==> config.mk <==
export PLATFORM = sky130hd
export DESIGN_NAME = bev_top
export DESIGN_NICKNAME = d
export VERILOG_FILES = /design/src/source/bev_pkg.sv /design/src/source/bev_order_intake.sv /design/src/source/bev_barrel_calc.sv /design/src/source/bev_control.sv /design/src/source/bev_top.sv
export VERILOG_INCLUDE_DIRS = /design/src /design/src/source
export SDC_FILE = /design/constraint.sdc
export NUM_CORES = 1
export LEC_CHECK = 0
export ABC_AREA = 1
export BUFFER_PORTS_ARGS = -buffer_cell sky130_fd_sc_hd__buf_2
export CORE_ASPECT_RATIO = 1.75
export CORE_MARGIN = 2
export CORE_UTILIZATION = 45
export CTS_CLUSTER_DIAMETER = 30
export CTS_CLUSTER_SIZE = 12
export DETAILED_ROUTE_END_ITERATION = 12
export PLACE_DENSITY = 0.69
export SYNTH_ARGS = -nofsm -noshare
export SYNTH_HDL_FRONTEND = slang
export SYNTH_HIERARCHICAL = 1
export SYNTH_SLANG_ARGS = --single-unit
==> constraint.sdc <==
create_clock -name clk -period 4.8 [get_ports clk]
set_clock_uncertainty 0.15 [all_clocks]
set_input_delay 0.72 -clock clk [delete_from_list [all_inputs] [get_ports clk]]
set_output_delay 0.72 -clock clk [all_outputs]
set_load 0.01 [all_outputs]
==> src/source/bev_macros.svh <==
`ifndef BEV_MACROS_SVH
`define BEV_MACROS_SVH

// field widths of the barrel record
`define BEV_ING_W   12
`define BEV_MONTH_W 4
`define BEV_DAY_W   5
`define BEV_ADDR_W  8

// total cup volume per size
`define BEV_CUP_L 12'd960
`define BEV_CUP_M 12'd720
`define BEV_CUP_S 12'd480

`endif

==> src/source/bev_pkg.sv <==
`include "bev_macros.svh"

package bev_pkg;

    typedef logic [`BEV_ING_W-1:0]   ing_t;
    typedef logic [`BEV_MONTH_W-1:0] month_t;
    typedef logic [`BEV_DAY_W-1:0]   day_t;
    typedef logic [`BEV_ADDR_W-1:0]  box_no_t;

    typedef struct packed {
        month_t month;
        day_t   day;
    } date_t;

    // codes 1 and 3 are not served
    typedef enum logic [1:0] {
        make_drink       = 2'd0,
        check_valid_date = 2'd2
    } action_t;

    typedef enum logic [2:0] {
        black_tea,
        milk_tea,
        extra_milk_tea,
        green_tea,
        green_milk_tea,
        pineapple_juice,
        super_pineapple_tea,
        super_pineapple_milk_tea
    } bev_type_t;

    typedef enum logic [1:0] {size_l, size_m, size_s} bev_size_t;

    typedef enum logic [1:0] {no_err, no_exp, no_ing} err_msg_t;

    typedef struct packed {
        ing_t black_tea;
        ing_t green_tea;
        ing_t milk;
        ing_t pineapple;
    } recipe_t;

    // memory layout from the msb down
    typedef struct packed {
        ing_t       black_tea;
        ing_t       green_tea;
        logic [3:0] pad_m;
        month_t     month;
        ing_t       milk;
        ing_t       pineapple;
        logic [2:0] pad_d;
        day_t       day;
    } barrel_t;

    typedef enum logic [2:0] {
        idle,
        collect,
        read_wait,
        judge,
        write_wait,
        respond
    } ctrl_state_t;

endpackage

==> src/source/bev_order_intake.sv <==
`timescale 1ns/1ns
`include "bev_macros.svh"

module bev_order_intake (
    input  logic               clk,
    input  logic               inf,
    input  logic               type_valid,
    input  bev_pkg::bev_type_t bev_type,
    input  logic               size_valid,
    input  bev_pkg::bev_size_t bev_size,
    input  logic               date_valid,
    input  bev_pkg::date_t     date,
    input  logic               box_no_valid,
    input  bev_pkg::box_no_t   box_no,
    output bev_pkg::date_t     order_date,
    output bev_pkg::box_no_t   order_box,
    output bev_pkg::recipe_t   need
);

    bev_pkg::bev_type_t type_q;
    bev_pkg::ing_t      cup;
    bev_pkg::ing_t      half;
    bev_pkg::ing_t      quarter;
    bev_pkg::ing_t      three_q;
    bev_pkg::recipe_t   need_nxt;

    always_ff @(posedge clk or negedge inf) begin
        if (!inf) begin
            type_q     <= bev_pkg::black_tea;
            order_date <= '0;
            order_box  <= '0;
        end else begin
            if (type_valid)
                type_q <= bev_type;
            if (date_valid)
                order_date <= date;
            if (box_no_valid)
                order_box <= box_no;
        end
    end

    always_comb begin
        case (bev_size)
            bev_pkg::size_l: cup = `BEV_CUP_L;
            bev_pkg::size_m: cup = `BEV_CUP_M;
            default:         cup = `BEV_CUP_S;
        endcase
    end

    // all cup sizes divide by four exactly
    assign half    = cup >> 1;
    assign quarter = cup >> 2;
    assign three_q = cup - quarter;

    // type is already held when size arrives
    always_comb begin
        need_nxt = '0;
        case (type_q)
            bev_pkg::black_tea: need_nxt.black_tea = cup;
            bev_pkg::milk_tea: begin
                need_nxt.black_tea = three_q;
                need_nxt.milk      = quarter;
            end
            bev_pkg::extra_milk_tea: begin
                need_nxt.black_tea = half;
                need_nxt.milk      = half;
            end
            bev_pkg::green_tea: need_nxt.green_tea = cup;
            bev_pkg::green_milk_tea: begin
                need_nxt.green_tea = half;
                need_nxt.milk      = half;
            end
            bev_pkg::pineapple_juice: need_nxt.pineapple = cup;
            bev_pkg::super_pineapple_tea: begin
                need_nxt.black_tea = half;
                need_nxt.pineapple = half;
            end
            default: begin
                need_nxt.black_tea = half;
                need_nxt.milk      = quarter;
                need_nxt.pineapple = quarter;
            end
        endcase
    end

    always_ff @(posedge clk or negedge inf) begin
        if (!inf)
            need <= '0;
        else if (size_valid)
            need <= need_nxt;
    end

endmodule

==> src/source/bev_barrel_calc.sv <==
`timescale 1ns/1ns
`include "bev_macros.svh"

module bev_barrel_calc (
    input  logic             clk,
    input  logic             inf,
    input  logic             barrel_load,
    input  bev_pkg::barrel_t c_data_r,
    input  bev_pkg::date_t   order_date,
    input  bev_pkg::recipe_t need,
    output logic             expired,
    output logic             short,
    output bev_pkg::barrel_t c_data_w
);

    bev_pkg::barrel_t      bar_q;
    logic                  loaded;
    logic [`BEV_ING_W:0]   bt_rem;
    logic [`BEV_ING_W:0]   gt_rem;
    logic [`BEV_ING_W:0]   mk_rem;
    logic [`BEV_ING_W:0]   pa_rem;

    always_ff @(posedge clk) begin
        if (barrel_load)
            bar_q <= c_data_r;
    end

    // marks that bar_q holds a real record
    always_ff @(posedge clk or negedge inf) begin
        if (!inf)
            loaded <= 1'b0;
        else if (barrel_load)
            loaded <= 1'b1;
    end

    // top bit of each remainder is the borrow
    assign bt_rem = {1'b0, bar_q.black_tea} - {1'b0, need.black_tea};
    assign gt_rem = {1'b0, bar_q.green_tea} - {1'b0, need.green_tea};
    assign mk_rem = {1'b0, bar_q.milk} - {1'b0, need.milk};
    assign pa_rem = {1'b0, bar_q.pineapple} - {1'b0, need.pineapple};

    assign short = bt_rem[`BEV_ING_W] | gt_rem[`BEV_ING_W] |
                   mk_rem[`BEV_ING_W] | pa_rem[`BEV_ING_W];

    // month first and the day only on a tie
    assign expired = (order_date.month > bar_q.month) ||
                     (order_date.month == bar_q.month && order_date.day > bar_q.day);

    always_comb begin
        c_data_w           = '0;
        c_data_w.black_tea = bt_rem[`BEV_ING_W-1:0];
        c_data_w.green_tea = gt_rem[`BEV_ING_W-1:0];
        c_data_w.milk      = mk_rem[`BEV_ING_W-1:0];
        c_data_w.pineapple = pa_rem[`BEV_ING_W-1:0];
        c_data_w.month     = bar_q.month;
        c_data_w.day       = bar_q.day;
    end

    a_short_only_when_lacking: assert property (@(posedge clk) disable iff (!inf)
        (loaded && bar_q.black_tea >= need.black_tea && bar_q.green_tea >= need.green_tea &&
         bar_q.milk >= need.milk && bar_q.pineapple >= need.pineapple) |-> !short)
        else $error("short raised while stock covers the recipe");

endmodule

==> src/source/bev_control.sv <==
`timescale 1ns/1ns

module bev_control (
    input  logic              clk,
    input  logic              inf,
    input  logic              sel_action_valid,
    input  bev_pkg::action_t  action,
    input  logic              box_no_valid,
    input  logic              c_out_valid,
    input  logic              expired,
    input  logic              short,
    output logic              barrel_load,
    output logic              c_in_valid,
    output logic              c_r_wb,
    output logic              out_valid,
    output bev_pkg::err_msg_t err_msg,
    output logic              complete
);

    bev_pkg::ctrl_state_t state;
    bev_pkg::ctrl_state_t state_nxt;
    bev_pkg::action_t     act_q;
    bev_pkg::err_msg_t    verdict;
    logic                 make_ok;
    logic                 write_done;
    logic                 resp_go;
    logic                 act_kept;

    assign act_kept = (action == bev_pkg::make_drink) || (action == bev_pkg::check_valid_date);

    // expiry beats shortage and a check only sees expiry
    always_comb begin
        verdict = bev_pkg::no_err;
        if (expired)
            verdict = bev_pkg::no_exp;
        else if (act_q == bev_pkg::make_drink && short)
            verdict = bev_pkg::no_ing;
    end

    assign make_ok     = (act_q == bev_pkg::make_drink) && (verdict == bev_pkg::no_err);
    assign write_done  = (state == bev_pkg::write_wait) && c_out_valid;
    assign resp_go     = ((state == bev_pkg::judge) && !make_ok) || write_done;
    assign barrel_load = (state == bev_pkg::read_wait) && c_out_valid;

    always_comb begin
        state_nxt = state;
        case (state)
            bev_pkg::idle:
                if (sel_action_valid && act_kept)
                    state_nxt = bev_pkg::collect;
            bev_pkg::collect:
                if (box_no_valid)
                    state_nxt = bev_pkg::read_wait;
            bev_pkg::read_wait:
                if (c_out_valid)
                    state_nxt = bev_pkg::judge;
            bev_pkg::judge:
                state_nxt = make_ok ? bev_pkg::write_wait : bev_pkg::respond;
            bev_pkg::write_wait:
                if (c_out_valid)
                    state_nxt = bev_pkg::respond;
            default:
                state_nxt = bev_pkg::idle;
        endcase
    end

    always_ff @(posedge clk or negedge inf) begin
        if (!inf) begin
            state <= bev_pkg::idle;
            act_q <= bev_pkg::make_drink;
        end else begin
            state <= state_nxt;
            if (state == bev_pkg::idle && sel_action_valid && act_kept)
                act_q <= action;
        end
    end

    always_ff @(posedge clk or negedge inf) begin
        if (!inf) begin
            c_in_valid <= 1'b0;
            c_r_wb     <= 1'b1;
            out_valid  <= 1'b0;
            err_msg    <= bev_pkg::no_err;
            complete   <= 1'b0;
        end else begin
            c_in_valid <= ((state == bev_pkg::collect) && box_no_valid) ||
                          ((state == bev_pkg::judge) && make_ok);
            // low only for the write-back
            if ((state == bev_pkg::judge) && make_ok)
                c_r_wb <= 1'b0;
            else if (write_done)
                c_r_wb <= 1'b1;
            out_valid <= resp_go;
            err_msg   <= ((state == bev_pkg::judge) && !make_ok) ? verdict : bev_pkg::no_err;
            complete  <= resp_go && (write_done || verdict == bev_pkg::no_err);
        end
    end

    a_req_single_cycle: assert property (@(posedge clk) disable iff (!inf)
        c_in_valid |=> !c_in_valid)
        else $error("memory request held two cycles");

    a_resp_not_with_req: assert property (@(posedge clk) disable iff (!inf)
        !(out_valid && c_in_valid))
        else $error("response pulse overlaps a memory request");

endmodule

==> src/source/bev_top.sv <==
`timescale 1ns/1ns

module bev_top (
    input  logic               clk,
    input  logic               inf,
    input  logic               sel_action_valid,
    input  bev_pkg::action_t   action,
    input  logic               type_valid,
    input  bev_pkg::bev_type_t bev_type,
    input  logic               size_valid,
    input  bev_pkg::bev_size_t bev_size,
    input  logic               date_valid,
    input  bev_pkg::date_t     date,
    input  logic               box_no_valid,
    input  bev_pkg::box_no_t   box_no,
    output logic               c_in_valid,
    output bev_pkg::box_no_t   c_addr,
    output logic               c_r_wb,
    output bev_pkg::barrel_t   c_data_w,
    input  logic               c_out_valid,
    input  bev_pkg::barrel_t   c_data_r,
    output logic               out_valid,
    output bev_pkg::err_msg_t  err_msg,
    output logic               complete
);

    bev_pkg::date_t   order_date;
    bev_pkg::box_no_t order_box;
    bev_pkg::recipe_t need;
    logic             barrel_load;
    logic             expired;
    logic             short;

    assign c_addr = order_box;

    bev_order_intake u_intake (
        .clk          (clk),
        .inf          (inf),
        .type_valid   (type_valid),
        .bev_type     (bev_type),
        .size_valid   (size_valid),
        .bev_size     (bev_size),
        .date_valid   (date_valid),
        .date         (date),
        .box_no_valid (box_no_valid),
        .box_no       (box_no),
        .order_date   (order_date),
        .order_box    (order_box),
        .need         (need)
    );

    bev_barrel_calc u_calc (
        .clk         (clk),
        .inf         (inf),
        .barrel_load (barrel_load),
        .c_data_r    (c_data_r),
        .order_date  (order_date),
        .need        (need),
        .expired     (expired),
        .short       (short),
        .c_data_w    (c_data_w)
    );

    bev_control u_ctrl (
        .clk              (clk),
        .inf              (inf),
        .sel_action_valid (sel_action_valid),
        .action           (action),
        .box_no_valid     (box_no_valid),
        .c_out_valid      (c_out_valid),
        .expired          (expired),
        .short            (short),
        .barrel_load      (barrel_load),
        .c_in_valid       (c_in_valid),
        .c_r_wb           (c_r_wb),
        .out_valid        (out_valid),
        .err_msg          (err_msg),
        .complete         (complete)
    );

endmodule

==> PnR_summary.wiki, run 1 <==
{| class="wikitable"
! Metric !! Value
|-
| Count of pins over their slew limit || 0
|-
| Switching share of power || 33.7%
|-
| Worst hold path type || in -> async
|-
| Wire length of the first global-routing pass || 26600 um
|-
| Count of fill cells added during filler insertion || 1626
|-
| Total of max-cap violations || 0
|-
| Hold-fix buffer count after cts || 0
|-
| Switching power || 0.00123 W
|-
| Result of the run || finished clean
|-
| Drt wl/cell || 12.8 um
|-
| Detailed Route Iter0 Violations || 231
|-
| Worst setup EP type || output pin
|-
| Area occupied by multi-input gates || 3480 um^2
|-
| Distinct cell type count of the synthesized netlist || 40
|-
| Data arrival, critical path || 2.08 ns
|-
| Warning count from the yosys run || 6
|-
| Maximum level of the CTS H-tree || 4
|-
| Final Setup Violations || 0
|-
| Number of instances resized during post-cts repair || 0
|-
| Vias in the first global route || 6060
|-
| Setup slack after placement || 2.14 ns
|-
| Category of the worst setup path launch point || flop
|-
| Number of port buffers || 159
|-
| Launch point of the worst reg-to-reg path || u_ctrl/state[2]
|-
| Maximum number of pins on one net before global-route repair || 63
|-
| Initial Util || 45.9%
|-
| Worst-case headroom to the max-slew limit || 48.4%
|-
| Placeable core region || 16400 um^2
|-
| Final layout net count || 1195
|-
| Part of the total power dissipated in the clock network || 32.5%
|-
| CP Max Fanout || 4
|-
| Clk_lat worst skew || 0.41 ns
|-
| VDD IR-drop max || 294 uV
|-
| Top cells by area, synth || sky130_fd_sc_hd__edfxtp_1 23%, sky130_fd_sc_hd__dfrtp_1 20%, sky130_fd_sc_hd__nand2_1 11%
|-
| Number of instances in the synthesized netlist || 881
|-
| CTS tree || built
|-
| Setup WS post-layout || 1.85 ns
|-
| Y dimension of the die || 175 um
|-
| Synthesized area per cell || 8.57 um^2
|-
| Achievable clock frequency || 339 MHz
|-
| Worst-Margin Slew || 0.775 ns
|-
| Unrepaired setup endpoints after global routing || false
|-
| Min cycle time layout || 2.95 ns
|-
| Hold Violations, Final || 0
|-
| Combinational fraction of design power || 32.3%
|-
| Category of the most critical setup path || reg -> out
|-
| Portion of the clock cycle consumed by the worst path in the final layout || 61.5%
|-
| Proportion of layout cells with a drive suffix above 1 || 23.6%
|-
| Internal power contribution || 0.00243 W
|-
| Setup TNS || 0 ns
|-
| Die outline area || 17900 um^2
|-
| Count of TritonRoute iterations in the first routing pass || 5
|-
| Seq/Total Area, Yosys || 43.2%
|-
| FF+latch area || 3260 um^2
|-
| Register-to-Register Setup Slack || 2.43 ns
|-
| Reg2reg end || u_calc/bar_q[20]
|-
| Final RePlAce weighted congestion || 0.848
|-
| Width of the chip || 102 um
|-
| Number of vias per cell after detailed routing || 4.71
|-
| TritonCTS sink count || 119
|-
| Number of clock buffers inserted by TritonCTS || 17
|-
| Global-route congestion overflow total || 0
|-
| Estimated wirelength of the detail-placed design || 12800 um
|-
| Vias || 6009
|-
| Flop and latch count out of synthesis || 119
|-
| Layout-stage area growth over the synthesis result || 18.6%
|-
| Power density over the cells || 410 nW/um^2
|-
| Maximum number of buffers from clock root to sink || 2
|-
| Worst hold slack || 0.318 ns
|-
| Critical Path RT || 3.93 ns
|-
| Power share of the sequential group || 35.2%
|-
| I/O pin count || 174
|-
| Antenna-violating nets left || 0
|-
| Overall fraction of global-route tracks in use || 19.0%
|-
| Final WL || 16300 um
|-
| Number of core rows || 62
|-
| Number of buffers inserted to repair setup after CTS || 0
|-
| Clock Pin Slew Worst Setup and Hold Paths || 0.05 ns
|-
| Antenna diodes || 0
|-
| Static Leak || 4.60 nW
|-
| Synth Cell Area || 7550 um^2
|-
| Number of antenna violations at the first check in global routing || 0
|-
| Post-synth top area share || 22.7%
|-
| DR DRC count || 0
|-
| R2r worst-path depth || 4
|-
| Root Driver || sky130_fd_sc_hd__clkbuf_16
|-
| Largest area contributor in the netlist || sky130_fd_sc_hd__edfxtp_1
|}
-- registers in the layout, summed over array words and instances, names as in the netlist --
name / cells
u_calc/bar_q: 48
u_calc/c_data_w: 9
u_ctrl/act_q: 2
u_ctrl/c_in_valid: 1
u_ctrl/c_r_wb: 1
u_ctrl/complete: 1
u_ctrl/err_msg: 2
u_ctrl/out_valid: 1
u_ctrl/state: 3
u_intake/need: 31
u_intake/order_box: 8
u_intake/order_date: 9
u_intake/type_q: 3
-- layout make-up --
cell class / instances / share of cell area (%)
multi-input combinational: 594 / 38.9
tap: 224 / 3.13
timing repair buffer: 161 / 9.05
inverter: 145 / 6.16
sequential: 119 / 36.5
clock buffer: 25 / 5.90
clock inverter: 7 / 0.419
-- cells by family (layout without fill, tap and decap cells) --
| group | after synthesis | after routing | synth area share (%) |
|---|---|---|---|
| buf+inv | 189 | 338 | 11.8 |
| other cells | 2 | 23 | 0.0995 |
| simple gates | 371 | 371 | 21.4 |
| compound gates | 94 | 94 | 7.18 |
| fa+ha+maj | 61 | 61 | 10.5 |
| mux | 17 | 17 | 2.54 |
| xor+xnor | 28 | 28 | 3.25 |
| flops | 119 | 119 | 43.2 |
-- worst max-delay path by stage --
stage	endpoint	slack (ns)	start	cells after the start
final	c_data_w[26]	1.85	u_intake/need[14]	8
after floorplan	u_calc/bar_q[10]	1.04	c_out_valid	2
after detailed placement	u_calc/bar_q[42]	2.14	c_out_valid	4
after global placement	u_calc/bar_q[42]	2.20	c_out_valid	4
after CTS	c_data_w[26]	1.85	u_intake/need[14]	8
after global routing	c_data_w[19]	1.74	u_intake/need[4]	9
-- cell usage in the layout, fill, tap and decap left out, types with 21 or more instances in the layout --
cell / instances
sky130_fd_sc_hd__inv_1: 136
sky130_fd_sc_hd__edfxtp_1: 57
sky130_fd_sc_hd__conb_1: 23
sky130_fd_sc_hd__nor2_1: 62
sky130_fd_sc_hd__nand3_1: 40
sky130_fd_sc_hd__a21oi_1: 34
sky130_fd_sc_hd__o21ai_0: 22
sky130_fd_sc_hd__nand2_1: 223
sky130_fd_sc_hd__dfrtp_1: 61
sky130_fd_sc_hd__xor2_1: 21
sky130_fd_sc_hd__buf_2: 159
sky130_fd_sc_hd__ha_1: 57
-- power by group through the flow --
stage	Combinational [W]	Clock (W)	Sequential, W
2_1_floorplan	0.000835	0	0.00130
3_3_place_gp	0.00118	0	0.00130
3_5_place_dp	0.00119	0	0.00131
4_1_cts	0.00120	0.00122	0.00129
5_1_grt	0.00135	0.00126	0.00131
6_report	0.00118	0.00119	0.00129
-- metal layers --
metal	wire, um	global-route usage (%)	vias to the layer above	share of wire, %
li1	-	-	3100	-
met1	5780	18.9	2753	35
met2	9430	36.6	134	58
met3	743	3.82	22	4.5
met4	384	8.17	0	2.3
met5	0	0	-	0
-- through the flow --
step	utilization [%]	power, W	area (um^2)	instances
6_report	54.5	0.00367	8950	1275
5_1_grt	54.5	0.00392	8950	1275
4_1_cts	54.5	0.00371	8950	1275
3_5_place_dp	51.0	0.00250	8390	1243
3_3_place_gp	51.0	0.00248	8390	1243
2_1_floorplan	-	0.00213	7630	902
-- synth_stat cells --
library cell	number
sky130_fd_sc_hd__nand2_1	223
sky130_fd_sc_hd__edfxtp_1	57
sky130_fd_sc_hd__o22ai_1	1
sky130_fd_sc_hd__or2_2	1
sky130_fd_sc_hd__fa_1	4
sky130_fd_sc_hd__nor3_2	1
sky130_fd_sc_hd__nand3_1	40
sky130_fd_sc_hd__o21ai_0	22
sky130_fd_sc_hd__dfstp_2	1
sky130_fd_sc_hd__inv_4	3
sky130_fd_sc_hd__dfrtp_1	61
sky130_fd_sc_hd__xor2_1	21
sky130_fd_sc_hd__buf_4	34
sky130_fd_sc_hd__nor2_4	1
sky130_fd_sc_hd__inv_2	6
sky130_fd_sc_hd__nor2_2	4
sky130_fd_sc_hd__nor2_1	63
sky130_fd_sc_hd__inv_1	136
sky130_fd_sc_hd__nand2_2	9
sky130_fd_sc_hd__nand4_1	11
sky130_fd_sc_hd__o21ai_2	4
sky130_fd_sc_hd__a21o_1	8
sky130_fd_sc_hd__nand3_2	5
sky130_fd_sc_hd__nand3b_1	7
sky130_fd_sc_hd__mux2_2	17
sky130_fd_sc_hd__a31oi_1	7
sky130_fd_sc_hd__nor3_1	1
sky130_fd_sc_hd__nand2b_1	1
sky130_fd_sc_hd__nand3_4	1
sky130_fd_sc_hd__a21oi_1	34
sky130_fd_sc_hd__a21oi_2	1
sky130_fd_sc_hd__o21ai_1	8
sky130_fd_sc_hd__ha_1	57
sky130_fd_sc_hd__conb_1	2
sky130_fd_sc_hd__o211ai_1	3
sky130_fd_sc_hd__buf_2	5
sky130_fd_sc_hd__o21bai_1	6
sky130_fd_sc_hd__nand2_4	3
sky130_fd_sc_hd__xnor2_1	7
sky130_fd_sc_hd__buf_6	5
-- critical path, cell delays in order (launching register included) --
cell	delay, ns
sky130_fd_sc_hd__dfrtp_1	0.35
sky130_fd_sc_hd__inv_1	0.08
sky130_fd_sc_hd__ha_1	0.36
sky130_fd_sc_hd__nand2_1	0.10
sky130_fd_sc_hd__o21ai_2	0.23
sky130_fd_sc_hd__nand3_1	0.10
sky130_fd_sc_hd__nand2_1	0.08
sky130_fd_sc_hd__xor2_1	0.21
sky130_fd_sc_hd__buf_2	0.17
Power figures use the tool's default switching activity.
==> run 2, diff against run 1 <==
--- a/config.mk
+++ b/config.mk
@@ -6,7 +6,7 @@
 export SDC_FILE = /design/constraint.sdc
 export NUM_CORES = 1
 export LEC_CHECK = 0
-export ABC_AREA = 1
+export ABC_AREA = 0
 export BUFFER_PORTS_ARGS = -buffer_cell sky130_fd_sc_hd__buf_2
 export CORE_ASPECT_RATIO = 1.75
 export CORE_MARGIN = 2
==> constraint.sdc (replaced) <==
create_clock -name clk -period 2.95 [get_ports clk]
set_clock_uncertainty 0.15 [all_clocks]
set_input_delay 0.4425 -clock clk [delete_from_list [all_inputs] [get_ports clk]]
set_output_delay 0.4425 -clock clk [all_outputs]
set_load 0.01 [all_outputs]
==> PnR_summary.wiki, run 2 <==
{| class="wikitable"
! Metric !! Value
|-
| Result of the run || finished, violations left
|-
| Violations in the final reports || setup timing
|-
| Routed length on met3 || 792 um
|-
| Drt wl/cell || 15.4 um
|-
| Post-synth top area share || 23.4%
|-
| Clock Pin Slew Worst Setup and Hold Paths || 0.07 ns
|-
| Setup TNS || -1.11 ns
|-
| Die outline area || 17300 um^2
|-
| Number of clock buffers inserted by TritonCTS || 17
|-
| Number of antenna violations at the first check in global routing || 2
|-
| Hold Violations, Final || 0
|-
| Most common cell after layout, fill and taps aside || sky130_fd_sc_hd__buf_2
|-
| Number of vias per cell after detailed routing || 5.24
|-
| Y dimension of the die || 173 um
|-
| FF+latch area || 3260 um^2
|-
| Flop and latch count out of synthesis || 119
|-
| Number of core rows || 61
|-
| Non-filler cells in the finished layout || 1094
|-
| Layout-stage area growth over the synthesis result || 27.1%
|-
| Placeable core region || 15900 um^2
|-
| Critical Path RT || 2.36 ns
|-
| Buffers plus inverters on the worst setup path || 1
|-
| Initial Util || 46.0%
|-
| Category of the worst setup path launch point || flop
|-
| Top cells by area, synth || sky130_fd_sc_hd__edfxtp_1 23%, sky130_fd_sc_hd__dfrtp_1 21%, sky130_fd_sc_hd__ha_1 9.8%
|-
| Worst-case headroom to the max-slew limit || 45.3%
|-
| I/O pin count || 174
|-
| Flip-flop count of the largest register, all copies and words added || 48
|-
| Final Setup Violations || 6
|-
| Critical path, cell by cell || ha_1 > nor2b_4 > o31a_1 > or4_4 > a31o_1 > and4_4 > a211o_1 > buf_2
|-
| Warning count from the yosys run || 6
|-
| Maximum number of buffers from clock root to sink || 2
|-
| Count of fill cells added during filler insertion || 1408
|-
| Seq/Total Area, Yosys || 44.7%
|-
| Crit path max-delay cell type || sky130_fd_sc_hd__or4_4
|-
| Static Leak || 4.13 nW
|-
| Synthesized area per cell || 10.3 um^2
|-
| Placed cells || 1044
|-
| Final RePlAce weighted congestion || 0.864
|-
| Worst setup EP type || output pin
|-
| PnR Total Power || 0.00653 W
|-
| Distinct cell type count of the synthesized netlist || 71
|-
| DR DRC count || 0
|-
| Worst hold path type || in -> reg
|-
| Vias in the first global route || 5783
|-
| Maximum level of the CTS H-tree || 4
|-
| CTS tree || built
|-
| Uppermost layer routed || met4
|-
| Synth Flop Type || sky130_fd_sc_hd__dfrtp_1
|-
| Final WL || 16900 um
|-
| Width of the chip || 100 um
|-
| Estimated wirelength of the detail-placed design || 12000 um
|-
| Synth Cell Area || 7300 um^2
|-
| Overall fraction of global-route tracks in use || 19.2%
|-
| Number of port buffers || 159
|-
| Most repeated cell in the gate-level netlist after synthesis || sky130_fd_sc_hd__inv_1
|-
| Clk_lat worst skew || 0.42 ns
|-
| Met2 wirelength from detailed routing || 9690 um
|-
| Data arrival, critical path || 2.61 ns
|-
| Count of pins over their slew limit || 0
|-
| Placement-stage cell area || 8250 um^2
|-
| Category of the most critical setup path || reg -> out
|-
| Number of instances in the synthesized netlist || 710
|-
| Portion of the clock cycle consumed by the worst path in the final layout || 109%
|-
| Antenna-violating nets left || 0
|-
| Metal1 wirelength || 6030 um
|-
| Min cycle time layout || 3.20 ns
|-
| Leading cell types by count after synthesis || 90 x sky130_fd_sc_hd__inv_1, 61 x sky130_fd_sc_hd__dfrtp_1, 57 x sky130_fd_sc_hd__edfxtp_1, 57 x sky130_fd_sc_hd__ha_1, 52 x sky130_fd_sc_hd__nor2_1
|-
| Unrepaired setup endpoints after global routing || true
|-
| Maximum number of pins on one net before global-route repair || 42
|-
| Proportion of layout cells with a drive suffix above 1 || 34.4%
|-
| Root Driver || sky130_fd_sc_hd__clkbuf_16
|-
| VDD IR-drop max || 421 uV
|-
| Vias || 5735
|-
| Detailed Route Iter0 Violations || 271
|-
| Final layout net count || 1047
|-
| EDFF count, synth || 57
|-
| Achievable clock frequency || 312 MHz
|-
| Total of max-cap violations || 0
|-
| Area occupied by multi-input gates || 3710 um^2
|-
| TritonCTS sink count || 119
|-
| Worst-Margin Slew || 0.814 ns
|-
| Top library cells by usage in the layout, fill and taps aside || 159 x sky130_fd_sc_hd__buf_2, 88 x sky130_fd_sc_hd__inv_1, 61 x sky130_fd_sc_hd__dfrtp_1
|-
| Share of the core filled with cells || 58.5%
|-
| Async set or reset register ratio after synthesis || 52.1%
|-
| Peak per-stage delay on the critical path || 0.45 ns
|-
| Largest area contributor in the netlist || sky130_fd_sc_hd__edfxtp_1
|-
| Wire length of the first global-routing pass || 26500 um
|-
| CP Max Fanout || 2
|-
| Power density over the cells || 703 nW/um^2
|-
| Largest registers in the final layout || u_calc/bar_q: 48 flops, u_intake/need: 31 flops
|-
| Count of TritonRoute iterations in the first routing pass || 6
|-
| Setup WS post-layout || -0.252 ns
|-
| Finished layout cell area || 9280 um^2
|-
| Global-route congestion overflow total || 0
|-
| Register name with the most flops || u_calc/bar_q
|-
| Worst path top cell family by delay || simple AND/OR/NAND/NOR gates
|}
[run 2: cell count changes in the layout (fill, tap and decap cells not counted), moves of 14 or more]
cell,delta
sky130_fd_sc_hd__nand2_1,-208
sky130_fd_sc_hd__xnor2_1,+16
sky130_fd_sc_hd__buf_4,+36
sky130_fd_sc_hd__xor2_1,-14
sky130_fd_sc_hd__nand3_1,-27
sky130_fd_sc_hd__nor2b_1,+16
sky130_fd_sc_hd__inv_1,-48
sky130_fd_sc_hd__o21a_1,+17
[run 2: final timing paths]
path	slack [ns]	cells past startpoint	startpoint	endpoint
worst max-delay path	-0.25	8	u_calc/bar_q[41]	c_data_w[49]
worst min-delay path	0.05	1	c_data_r[1]	u_calc/c_data_w[1]
worst max register to register	0.09	12	u_calc/bar_q[54]	u_ctrl/state[0]
worst min register to register	0.35	1	u_intake/order_box[3]	u_intake/order_box[3]
max in group asynchronous	1.53	3	inf	u_ctrl/c_r_wb
min in group asynchronous	0.43	2	inf	u_intake/order_date[1]
[run 2: repair_timing]
item                                    CTS  global route
endpoints found under the setup margin   13            21
pin swaps                                11            26
setup buffers                             8             9
gates resized for setup                  27            30
hold buffers                              1             0
endpoints found under the hold margin    24             0
[run 2: layout make-up]
class,instances,share of cell area [%]
multi-input cells,462,40.0
flip-flops and latches,119,35.2
repair buffers,200,12.1
clock buffers,18,4.62
inverters,90,3.64
well taps,189,2.55
clock inverters,14,1.90
diodes,2,0.0539
[run 2: cell families (layout without fill, tap and decap cells)]
kind of cell / count (synthesis) / in the layout / share of synthesized area [%]
other: 2 / 25 / 0.103
DFF: 119 / 119 / 44.7
xor gates and xnor gates: 30 / 30 / 3.60
muxes: 28 / 28 / 4.27
adders and majority gates: 61 / 61 / 10.9
buffers and inverters: 150 / 322 / 9.80
and+or+nand+nor: 164 / 164 / 12.4
AOI/OAI and AO/OA: 156 / 156 / 14.3
[run 2: metrics by stage]
step	hold slack (ns)	worst slack (ns)
2_1_floorplan	-0.00309	-0.148
3_3_place_gp	0.320	-0.0106
3_5_place_dp	0.326	-0.0320
4_1_cts	0.0257	-0.253
5_1_grt	0.0301	-0.338
6_report	0.0466	-0.252
[run 2: where the power goes]
part	internal, W	switching, W
clock network	0.00134	0.000797
logic	0.00105	0.00119
registers	0.00199	0.000161
total	0.00438	0.00215
[run 2: routing by layer]
metal	global-route usage (%)	up-vias
met4	7.42	0
met1	19.4	2741
li1	-	2817
met3	4.71	27
met2	36.6	150
met5	0	-
